## config.mk

```make
export PLATFORM = sky130hd
export DESIGN_NAME = loadStoreUnit
export DESIGN_NICKNAME = d
export VERILOG_FILES = /design/src/rtl/lsuPkg.sv /design/src/rtl/byteLane.sv /design/src/rtl/cacheArrays.sv /design/src/rtl/lineReplacer.sv /design/src/rtl/loadStoreUnit.sv /design/src/rtl/lsuControl.sv
export SDC_FILE = /design/constraint.sdc
export NUM_CORES = 2
export LEC_CHECK = 0
export CAP_MARGIN = 5
export CORE_MARGIN = 2
export CORE_UTILIZATION = 55
export DETAILED_ROUTE_END_ITERATION = 8
export DONT_BUFFER_PORTS = 1
export PLACE_DENSITY = 0.73
export SLEW_MARGIN = 0
export SYNTH_ARGS = -nofsm -noshare
export SYNTH_HDL_FRONTEND = slang
export SYNTH_HIERARCHICAL = 1
export SYNTH_SLANG_ARGS = --single-unit
```

## constraint.sdc

```tcl
create_clock -name clk -period 7.2 [get_ports clk]
set_input_delay 0.36 -clock clk [delete_from_list [all_inputs] [get_ports clk]]
set_output_delay 0.36 -clock clk [all_outputs]
set_load 0.02 [all_outputs]
```

## src/rtl/lsuPkg.sv

```systemverilog
// Line geometry, access enums, request struct and memory request/response structs
`default_nettype none

package lsuPkg;

    localparam int LineBytes = 8;
    localparam int AddrWidth = 32;
    localparam int OffsetWidth = $clog2(LineBytes);

    typedef logic [LineBytes*8-1:0] lineT;
    typedef logic [LineBytes-1:0] byteMaskT;
    typedef logic [OffsetWidth-1:0] offsetT;
    typedef logic [31:0] wordT;

    typedef enum logic [1:0] {
        CommandNone,
        CommandLoad,
        CommandStore
    } lsuCommandT;

    // Unsigned sizes only matter for loads
    typedef enum logic [2:0] {
        SizeByte,
        SizeHalf,
        SizeWord,
        SizeUnsignedByte,
        SizeUnsignedHalf
    } accessSizeT;

    typedef enum logic [2:0] {
        StateIdle,
        StateLoad,
        StateStore,
        StateRefill,
        StateWriteThrough
    } lsuStateT;

    typedef struct packed {
        lsuCommandT command;
        accessSizeT size;
        logic [AddrWidth-1:0] addr;
        wordT storeValue;
    } lsuRequestT;

    typedef struct packed {
        logic readReq;
        logic writeReq;
        logic [AddrWidth-OffsetWidth-1:0] lineAddr;
        lineT writeLine;
    } memRequestT;

    typedef struct packed {
        logic readGrant;
        logic writeGrant;
        lineT readLine;
    } memResponseT;

endpackage

`default_nettype wire

```

## src/rtl/byteLane.sv

```systemverilog
// Load alignment and extension, store alignment, byte merge and write mask
`timescale 1ns/1ps
`default_nettype none

module byteLane import lsuPkg::*; (
    input accessSizeT size,
    input offsetT offset,
    input lineT readLine,
    input wordT storeValue,
    input lineT refillLine,
    input logic refillWrite,
    input logic storeWrite,
    output wordT loadValue,
    output byteMaskT writeMask,
    output lineT writeLine
);
    lineT shiftedRead;
    lineT storeLine;
    byteMaskT storeMask;
    lineT mergedLine;

    always_comb begin
        shiftedRead = readLine >> {offset, 3'b000};
        case (size)
            SizeByte: loadValue = {{24{shiftedRead[7]}}, shiftedRead[7:0]};
            SizeHalf: loadValue = {{16{shiftedRead[15]}}, shiftedRead[15:0]};
            SizeUnsignedByte: loadValue = {24'h0, shiftedRead[7:0]};
            SizeUnsignedHalf: loadValue = {16'h0, shiftedRead[15:0]};
            default: loadValue = shiftedRead[31:0];
        endcase
    end

    always_comb begin
        case (size)
            SizeByte, SizeUnsignedByte: storeMask = byteMaskT'(1);
            SizeHalf, SizeUnsignedHalf: storeMask = byteMaskT'(3);
            default: storeMask = byteMaskT'(15);
        endcase
        storeMask = storeMask << offset;
        storeLine = lineT'(storeValue) << {offset, 3'b000};

        // Full merged line for the write-through
        for (int i = 0; i < LineBytes; i++) begin
            mergedLine[i*8 +: 8] = storeMask[i] ? storeLine[i*8 +: 8] : readLine[i*8 +: 8];
        end
    end

    assign writeLine = refillWrite ? refillLine : mergedLine;
    assign writeMask = refillWrite ? {LineBytes{1'b1}}
                                   : (storeWrite ? storeMask : {LineBytes{1'b0}});

endmodule

`default_nettype wire

```

## src/rtl/cacheArrays.sv

```systemverilog
// Direct-mapped valid/tag RAM and byte-masked data RAM with registered reads
`timescale 1ns/1ps
`default_nettype none

module cacheArrays import lsuPkg::*; #(
    parameter int IndexWidth = 4,
    localparam int TagWidth = AddrWidth - IndexWidth - OffsetWidth,
    localparam int Depth = 1 << IndexWidth
) (
    input logic clk,
    input logic rst,
    input logic [IndexWidth-1:0] index,
    input logic tagWrite,
    input logic [TagWidth-1:0] writeTag,
    input byteMaskT dataMask,
    input lineT writeLine,
    output logic readValid,
    output logic [TagWidth-1:0] readTag,
    output lineT readLine
);
    logic [Depth-1:0] validBits;
    logic [TagWidth-1:0] tagMem [Depth];
    lineT dataMem [Depth];

    always_ff @(posedge clk) begin
        if (rst) begin
            validBits <= '0;
            readValid <= 1'b0;
        end else begin
            if (tagWrite) begin
                validBits[index] <= 1'b1;
            end
            readValid <= validBits[index];
        end
    end

    always_ff @(posedge clk) begin
        if (tagWrite) begin
            tagMem[index] <= writeTag;
        end
        readTag <= tagMem[index];
    end

    // Read returns the old line when written in the same cycle
    always_ff @(posedge clk) begin
        for (int i = 0; i < LineBytes; i++) begin
            if (dataMask[i]) begin
                dataMem[index][i*8 +: 8] <= writeLine[i*8 +: 8];
            end
        end
        readLine <= dataMem[index];
    end

    // Control and replacer are both idle right after reset
    assert property (@(posedge clk) $past(rst) |-> (dataMask == '0 && !tagWrite));

endmodule

`default_nettype wire

```

## src/rtl/lineReplacer.sv

```systemverilog
// Memory sequencer for line refill and line write-through
`timescale 1ns/1ps
`default_nettype none

module lineReplacer import lsuPkg::*; #(
    parameter int IndexWidth = 4,
    localparam int TagWidth = AddrWidth - IndexWidth - OffsetWidth
) (
    input logic clk,
    input logic rst,
    input logic refillStart,
    input logic writeThroughStart,
    input logic [TagWidth+IndexWidth-1:0] lineAddr,
    input lineT mergedLine,
    input memResponseT memResp,
    output memRequestT memReq,
    output lineT refillLine,
    output logic refillWrite,
    output logic replacerDone
);
    typedef enum logic [1:0] {
        ReplaceIdle,
        ReplaceRead,
        ReplaceWrite
    } replaceStateT;

    replaceStateT state;
    logic [TagWidth+IndexWidth-1:0] addrReg;
    lineT lineReg;

    always_ff @(posedge clk) begin
        if (rst) begin
            state <= ReplaceIdle;
        end else begin
            case (state)
                ReplaceIdle: begin
                    if (refillStart) begin
                        state <= ReplaceRead;
                    end else if (writeThroughStart) begin
                        state <= ReplaceWrite;
                    end
                end
                ReplaceRead: begin
                    if (memResp.readGrant) begin
                        state <= ReplaceIdle;
                    end
                end
                ReplaceWrite: begin
                    if (memResp.writeGrant) begin
                        state <= ReplaceIdle;
                    end
                end
                default: begin
                    state <= ReplaceIdle;
                end
            endcase
        end
    end

    // Held stable for the whole request
    always_ff @(posedge clk) begin
        if (state == ReplaceIdle && (refillStart || writeThroughStart)) begin
            addrReg <= lineAddr;
        end
        if (state == ReplaceIdle && writeThroughStart) begin
            lineReg <= mergedLine;
        end
    end

    always_comb begin
        memReq.readReq = (state == ReplaceRead);
        memReq.writeReq = (state == ReplaceWrite);
        memReq.lineAddr = addrReg;
        memReq.writeLine = lineReg;
    end

    assign refillLine = memResp.readLine;
    assign refillWrite = (state == ReplaceRead) && memResp.readGrant;
    assign replacerDone = refillWrite || ((state == ReplaceWrite) && memResp.writeGrant);

    assert property (@(posedge clk) disable iff (rst)
        !(memReq.readReq && memReq.writeReq));

    // Control never starts a transfer while one is in flight
    assert property (@(posedge clk) disable iff (rst)
        (refillStart || writeThroughStart) |-> state == ReplaceIdle);

endmodule

`default_nettype wire

```

## src/rtl/loadStoreUnit.sv

```systemverilog
// Load/store unit top level with control, cache arrays, byte lanes and line replacer
`timescale 1ns/1ps
`default_nettype none

module loadStoreUnit import lsuPkg::*; #(
    parameter int IndexWidth = 4,
    localparam int TagWidth = AddrWidth - IndexWidth - OffsetWidth
) (
    input logic clk,
    input logic rst,
    input logic enable,
    input lsuRequestT request,
    output logic done,
    output wordT result,
    output memRequestT memReq,
    input memResponseT memResp
);
    lsuRequestT latched;
    logic [IndexWidth-1:0] arrayIndex;
    logic tagWrite;
    logic [TagWidth-1:0] writeTag;
    logic dataWriteSel;
    logic refillStart;
    logic writeThroughStart;

    logic readValid;
    logic [TagWidth-1:0] readTag;
    lineT readLine;

    byteMaskT writeMask;
    lineT writeLine;
    lineT refillLine;
    logic refillWrite;
    logic replacerDone;

    lsuControl #(
        .IndexWidth(IndexWidth)
    ) control_i (
        .clk,
        .rst,
        .enable,
        .request,
        .readTag,
        .readValid,
        .refillWrite,
        .replacerDone,
        .done,
        .latched,
        .arrayIndex,
        .tagWrite,
        .writeTag,
        .dataWriteSel,
        .refillStart,
        .writeThroughStart
    );

    cacheArrays #(
        .IndexWidth(IndexWidth)
    ) arrays_i (
        .clk,
        .rst,
        .index(arrayIndex),
        .tagWrite,
        .writeTag,
        .dataMask(writeMask),
        .writeLine,
        .readValid,
        .readTag,
        .readLine
    );

    byteLane lane_i (
        .size(latched.size),
        .offset(latched.addr[OffsetWidth-1:0]),
        .readLine,
        .storeValue(latched.storeValue),
        .refillLine,
        .refillWrite,
        .storeWrite(dataWriteSel),
        .loadValue(result),
        .writeMask,
        .writeLine
    );

    // Merged store line doubles as the write-through payload
    lineReplacer #(
        .IndexWidth(IndexWidth)
    ) replacer_i (
        .clk,
        .rst,
        .refillStart,
        .writeThroughStart,
        .lineAddr(latched.addr[AddrWidth-1:OffsetWidth]),
        .mergedLine(writeLine),
        .memResp,
        .memReq,
        .refillLine,
        .refillWrite,
        .replacerDone
    );

endmodule

`default_nettype wire

```

## src/rtl/lsuControl.sv

```systemverilog
// Load/store FSM with request latch, tag compare, array control and done strobe
`timescale 1ns/1ps
`default_nettype none

module lsuControl import lsuPkg::*; #(
    parameter int IndexWidth = 4,
    localparam int TagWidth = AddrWidth - IndexWidth - OffsetWidth
) (
    input logic clk,
    input logic rst,
    input logic enable,
    input lsuRequestT request,
    input logic [TagWidth-1:0] readTag,
    input logic readValid,
    input logic refillWrite,
    input logic replacerDone,
    output logic done,
    output lsuRequestT latched,
    output logic [IndexWidth-1:0] arrayIndex,
    output logic tagWrite,
    output logic [TagWidth-1:0] writeTag,
    output logic dataWriteSel,
    output logic refillStart,
    output logic writeThroughStart
);
    lsuStateT state;
    lsuStateT nextState;
    logic hit;

    assign hit = readValid && (readTag == latched.addr[AddrWidth-1:OffsetWidth+IndexWidth]);

    // Idle presents the incoming index so the arrays are read by the Load/Store cycle
    assign arrayIndex = (state == StateIdle) ? request.addr[OffsetWidth +: IndexWidth]
                                             : latched.addr[OffsetWidth +: IndexWidth];

    assign tagWrite = (state == StateRefill) && refillWrite;
    assign writeTag = latched.addr[AddrWidth-1:OffsetWidth+IndexWidth];

    always_comb begin
        nextState = state;
        done = 1'b0;
        dataWriteSel = 1'b0;
        refillStart = 1'b0;
        writeThroughStart = 1'b0;
        case (state)
            StateIdle: begin
                if (enable && request.command == CommandLoad) begin
                    nextState = StateLoad;
                end else if (enable && request.command == CommandStore) begin
                    nextState = StateStore;
                end
            end
            StateLoad: begin
                if (hit) begin
                    done = 1'b1;
                    nextState = StateIdle;
                end else begin
                    refillStart = 1'b1;
                    nextState = StateRefill;
                end
            end
            StateStore: begin
                if (hit) begin
                    dataWriteSel = 1'b1;
                    writeThroughStart = 1'b1;
                    nextState = StateWriteThrough;
                end else begin
                    refillStart = 1'b1;
                    nextState = StateRefill;
                end
            end
            // No done since the held request is accepted again and hits
            StateRefill: begin
                if (replacerDone) begin
                    nextState = StateIdle;
                end
            end
            StateWriteThrough: begin
                if (replacerDone) begin
                    done = 1'b1;
                    nextState = StateIdle;
                end
            end
            default: begin
                nextState = StateIdle;
            end
        endcase
    end

    always_ff @(posedge clk) begin
        if (rst) begin
            state <= StateIdle;
        end else begin
            state <= nextState;
        end
    end

    always_ff @(posedge clk) begin
        if (state == StateIdle && enable) begin
            latched <= request;
        end
    end

    assert property (@(posedge clk) disable iff (rst)
        (state == StateIdle || state == StateRefill) |-> !done);

    assert property (@(posedge clk) disable iff (rst)
        !(refillStart && writeThroughStart));

endmodule

`default_nettype wire

```

# After elaboration in Yosys (flattened, before gate mapping)
# Memory sizes are Yosys's and may differ from the RTL's. A register that Yosys moved wholly into a read port is not among the register bits.
# Cells that the tools add are included.
# word_totals
register_bits,182
mem_bits_rw,1424
input_bits,138
n_memories,2
# op_classes
n_lt_le_gt_ge,2
eq_ne,17
shift,3
n_mux,53
bitwise,1
reduce_logical,21
# memory_table
name,words,width,read_ports,rd_ports_with_merged_regs,wr,line,text
arrays_i.dataMem,16,64,1,1,1,cacheArrays.sv:23,lineT dataMem [Depth];
arrays_i.tagMem,16,25,1,1,1,cacheArrays.sv:22,logic [TagWidth-1:0] tagMem [Depth];
# ops
operator,n
32-bit case mux with 4 select lines,1
8-bit 2-to-1 mux,10
64-bit 2-to-1 mux,1
32-bit by 6-bit << shifter with 64-bit output,1
64-bit by 6-bit >> shifter with 32-bit output,1
25-bit equality test,1
1-bit 2-to-1 mux,25
16-bit OR,1
3-bit 2-to-1 mux,4
3-bit case mux with 4 select lines,1
1-bit logical AND,10
2-bit 2-to-1 mux,5
"3-bit by 2-bit equality test with 1-bit output, second input constant",3
4-bit case mux with 2 select lines,1
2-bit OR reduction,4
4-bit by 3-bit << shifter with 8-bit output,1
"3-bit by 1-bit equality test with 1-bit output, second input constant",2
"3-bit equality test, second input constant",2
3-bit zero test,2
"2-bit by 1-bit inequality test with 1-bit output, second input constant",3
2-bit case mux with 3 select lines,1
"4-bit by 5-bit < comparator with 1-bit output, second input constant",1
1-bit binary-select mux with 4-bit select,1
1-bit demux with 4-bit select,1
other kinds (11),14

# Logic depth before layout (Yosys ltp)
# depth
depth_word,8
depth_mapped,10
ltp_nobuf,8

# By module
# The synthesis kept the hierarchy.
# modules_own_cells
mod,instances,cells_each,area_per_inst_um2
cacheArrays,1,2510,56623.1
byteLane,1,594,4550.6
lineReplacer,1,172,3409.5
lsuControl,1,166,2862.7

# Least setup slack after synthesis
# No wires, ideal clock.
# synth_path
path_kind,reg-to-reg
from,reg control_i/latched[52] (netlist name)
to,reg replacer_i.lineReg[0] (enable)
setup_ns,0.578
arrival_ns,6.233
t_required_ns,6.622
path_slack_ns,0.390
stages_incl_launch_ff,7
path_buffers,1
cell_sequence,edfxtp_1 xnor2_1 nand4_1 nor4_4 and4b_1 buf_4 nor3b_1
# synth_via
elab_chain_cells,5
# synth_lines
item,line,text
25-bit equality test,lsuControl.sv:30,assign hit = readValid && (readTag == latched.addr[AddrWidth-1:OffsetWidth+IndexWidth]);
1-bit logical AND,lsuControl.sv:30,
1-bit 2-to-1 mux (2 in series),--,
named net dataWriteSel,loadStoreUnit.sv:22,logic dataWriteSel;
1-bit logical AND,lineReplacer.sv:65,if (state == ReplaceIdle && writeThroughStart) begin
"end signal, assigned",lineReplacer.sv:66,lineReg <= mergedLine;
"end, declared",lineReplacer.sv:29,lineT lineReg;
# The timed path passes the listed nets, and every way through them passes these cells.
# A chain may end at the register's enable or synchronous reset.

# Final worst setup path
# layout_path
from,reg control_i/latched[33] (netlist name)
to,out result[13]
# layout_via
elab_chain_cells,2
# layout_lines
item,line,text
64-bit by 6-bit >> shifter with 32-bit output,byteLane.sv:23,"shiftedRead = readLine >> {offset, 3'b000};"
32-bit case mux with 4 select lines,byteLane.sv:24,case (size)
"end, declared",loadStoreUnit.sv:14,"output wordT result,"
# Every way passes these cells.

==> metrics <==
run status complete, no violations; PortBufs 0; initial antenna violation count 46; number of global-route vias before repair 33959; Total GRT Usage 0.276; post-DP HPWL 106000 um; H-tree Lvls 4; Hold Path Class input pin to register; CTS resizes 0; final WL 173000 um; placed cell areas 68500 sq um; leakage 24.2 nW; Worst-path clk slew 0.06 ns; I/O pin count 266; Tightest Pin Transition 1.37 ns; core area 122000 sq um; sequential share of power 0.461; clock latency on the worst-skew pair 0.82 ns; Vias/cell 6.59; fin nets 3608; clock root buffer clkbuf_16; CP Max Fanout 38; hold buffers post-CTS 78; Int Pwr 20.0 mW; max frequency 213 MHz; crit path launch type register; total CTS buffers 166; critical path endpoint category primary output; total grt overflow 0; share of cells above drive strength 1 0.228; Logic pwr share 0.241; Synth Net Count 3578; FILL cells 8277; pwr/cell area 389 nW/um^2; Sink Count 1695; cells after synthesis 3440; switch share 0.313; drt pass-1 iters 7; initial DRC count 4939; RSZ-0062 raised after global routing false; Vias 34608; Vert. Die Dim 354 um; Die Wd 354 um; Initial Utilization 0.554; Crit path arrival time 4.33 ns; setup bufs post-CTS 0; Slew Limit Fails 0; Final Critical Period 4.69 ns; synthesis-to-finish area growth 11.1%; P_sw 9.12 mW; drc violations 0; global placement routability congestion 0.943; Synth Area per Inst 19.6 sq um; Ys Warns 6; first-pass GRT wire length 246000 um; WL/cell 32.8 um; Hold Vio Cnt, Final 0; Crit Path Category register to primary output; ANT nets after route 0; Final Cycle Share 0.652; Die Area 125000 sq um; Design Area, Final 74900 sq um; clock network fraction of design power 0.298; setup TNS 0 ns; CP Data Required Time 6.84 ns; relative slew slack 0.0877; maximum vdd ir drop 0.366 mV; pin count of the biggest net entering global routing 122; Util after Layout 0.615; Total Power 29.2 mW; final setup violation count 0; Max-Cap Viols 0; Layout Skew 0.0556 ns; Post-Syn Area 67400 sq um; Clock Path Buffers 3; row cnt 128; TritonCTS clock tree done
==> final timing paths <==
path	start	endpoint	slack, ns	cells after the start
max	control_i/latched[33]	result[13]	2.51	6
max reg2reg	control_i/latched[57]	arrays_i/dataMem[4][37]	2.74	7
min	memResp[1]	arrays_i/dataMem[8][1]	0.06	3
min reg2reg	arrays_i/validBits[12]	arrays_i/validBits[12]	0.47	2
==> cell type report <==
type / count / area, sq um / share of cell area
Tap cell: 1625 / 2030 / 0.0272
Inverter: 30 / 113 / 0.00150
Clock buffer: 221 / 4540 / 0.0607
Sequential cell: 1695 / 49800 / 0.665
Multi-Input combinational cell: 1417 / 15900 / 0.212
Clock inverter: 86 / 983 / 0.0131
Timing Repair Buffer: 160 / 1480 / 0.0197
Antenna cell: 20 / 50.0 / 0.000669
==> layer usage <==
| layer | part of all wire | vias to the layer above | track usage |
|---|---|---|---|
| met5 | 0.0016 | - | 0 |
| met4 | 0.030 | 42 | 0.0840 |
| met3 | 0.13 | 363 | 0.0888 |
| met2 | 0.47 | 2254 | 0.422 |
| met1 | 0.37 | 17891 | 0.384 |
| li1 | - | 14058 | - |
==> cell usage in the layout, fill, tap and decap left out, types with 27 or more instances in the layout <==
| cell type | n |
|---|---|
| edfxtp_1 | 1584 |
| dlygate4sd3_1 | 80 |
| inv_1 | 27 |
| clkbuf_16 | 166 |
| dfxtp_1 | 111 |
| and3_1 | 34 |
| and2_1 | 104 |
| clkinv_1 | 30 |
| nand2_1 | 189 |
| mux4_2 | 386 |
| clkbuf_1 | 37 |
| buf_4 | 74 |
| nor2_1 | 73 |
| mux2i_1 | 71 |
| a21oi_1 | 36 |
| mux2_2 | 28 |
| a22oi_1 | 186 |
==> power groups by stage <==
stage	Sequential, mW	Combinational (mW)	Clock (mW)
4_1_cts	13.4	6.96	8.78
5_1_grt	13.4	7.42	9.15
6_report	13.4	7.02	8.70
3_5_place_dp	13.6	6.88	0
2_1_floorplan	13.1	4.74	0
3_3_place_gp	13.6	6.75	0
==> per-stage QoR <==
stage / setup WS, ns / hold WS [ns] / instances
5_1_grt: 2.25 / 0.0494 / 5241
3_3_place_gp: 3.02 / 0.437 / 4843
4_1_cts: 2.58 / 0.00253 / 5228
3_5_place_dp: 2.90 / 0.438 / 4843
6_report: 2.51 / 0.0585 / 5254
2_1_floorplan: 0.390 / 0.422 / 3440
==> flip-flops by register name, indices dropped and copies added, names as in the netlist <==
register            flops
arrays_i/dataMem     1024
arrays_i/readLine      64
arrays_i/readTag       25
arrays_i/readValid      1
arrays_i/tagMem       400
arrays_i/validBits     16
control_i/latched      67
control_i/state         3
replacer_i/addrReg     29
replacer_i/lineReg     64
replacer_i/state        2
==> worst max-delay path, cell delays in order (launching register included) <==
cell	delay (ns)
edfxtp_1	0.34
buf_4	0.38
buf_4	0.56
nand2b_1	0.72
o22ai_1	0.28
o21ai_2	0.70
o21ai_0	0.52
Power figures use the tool's default switching activity.
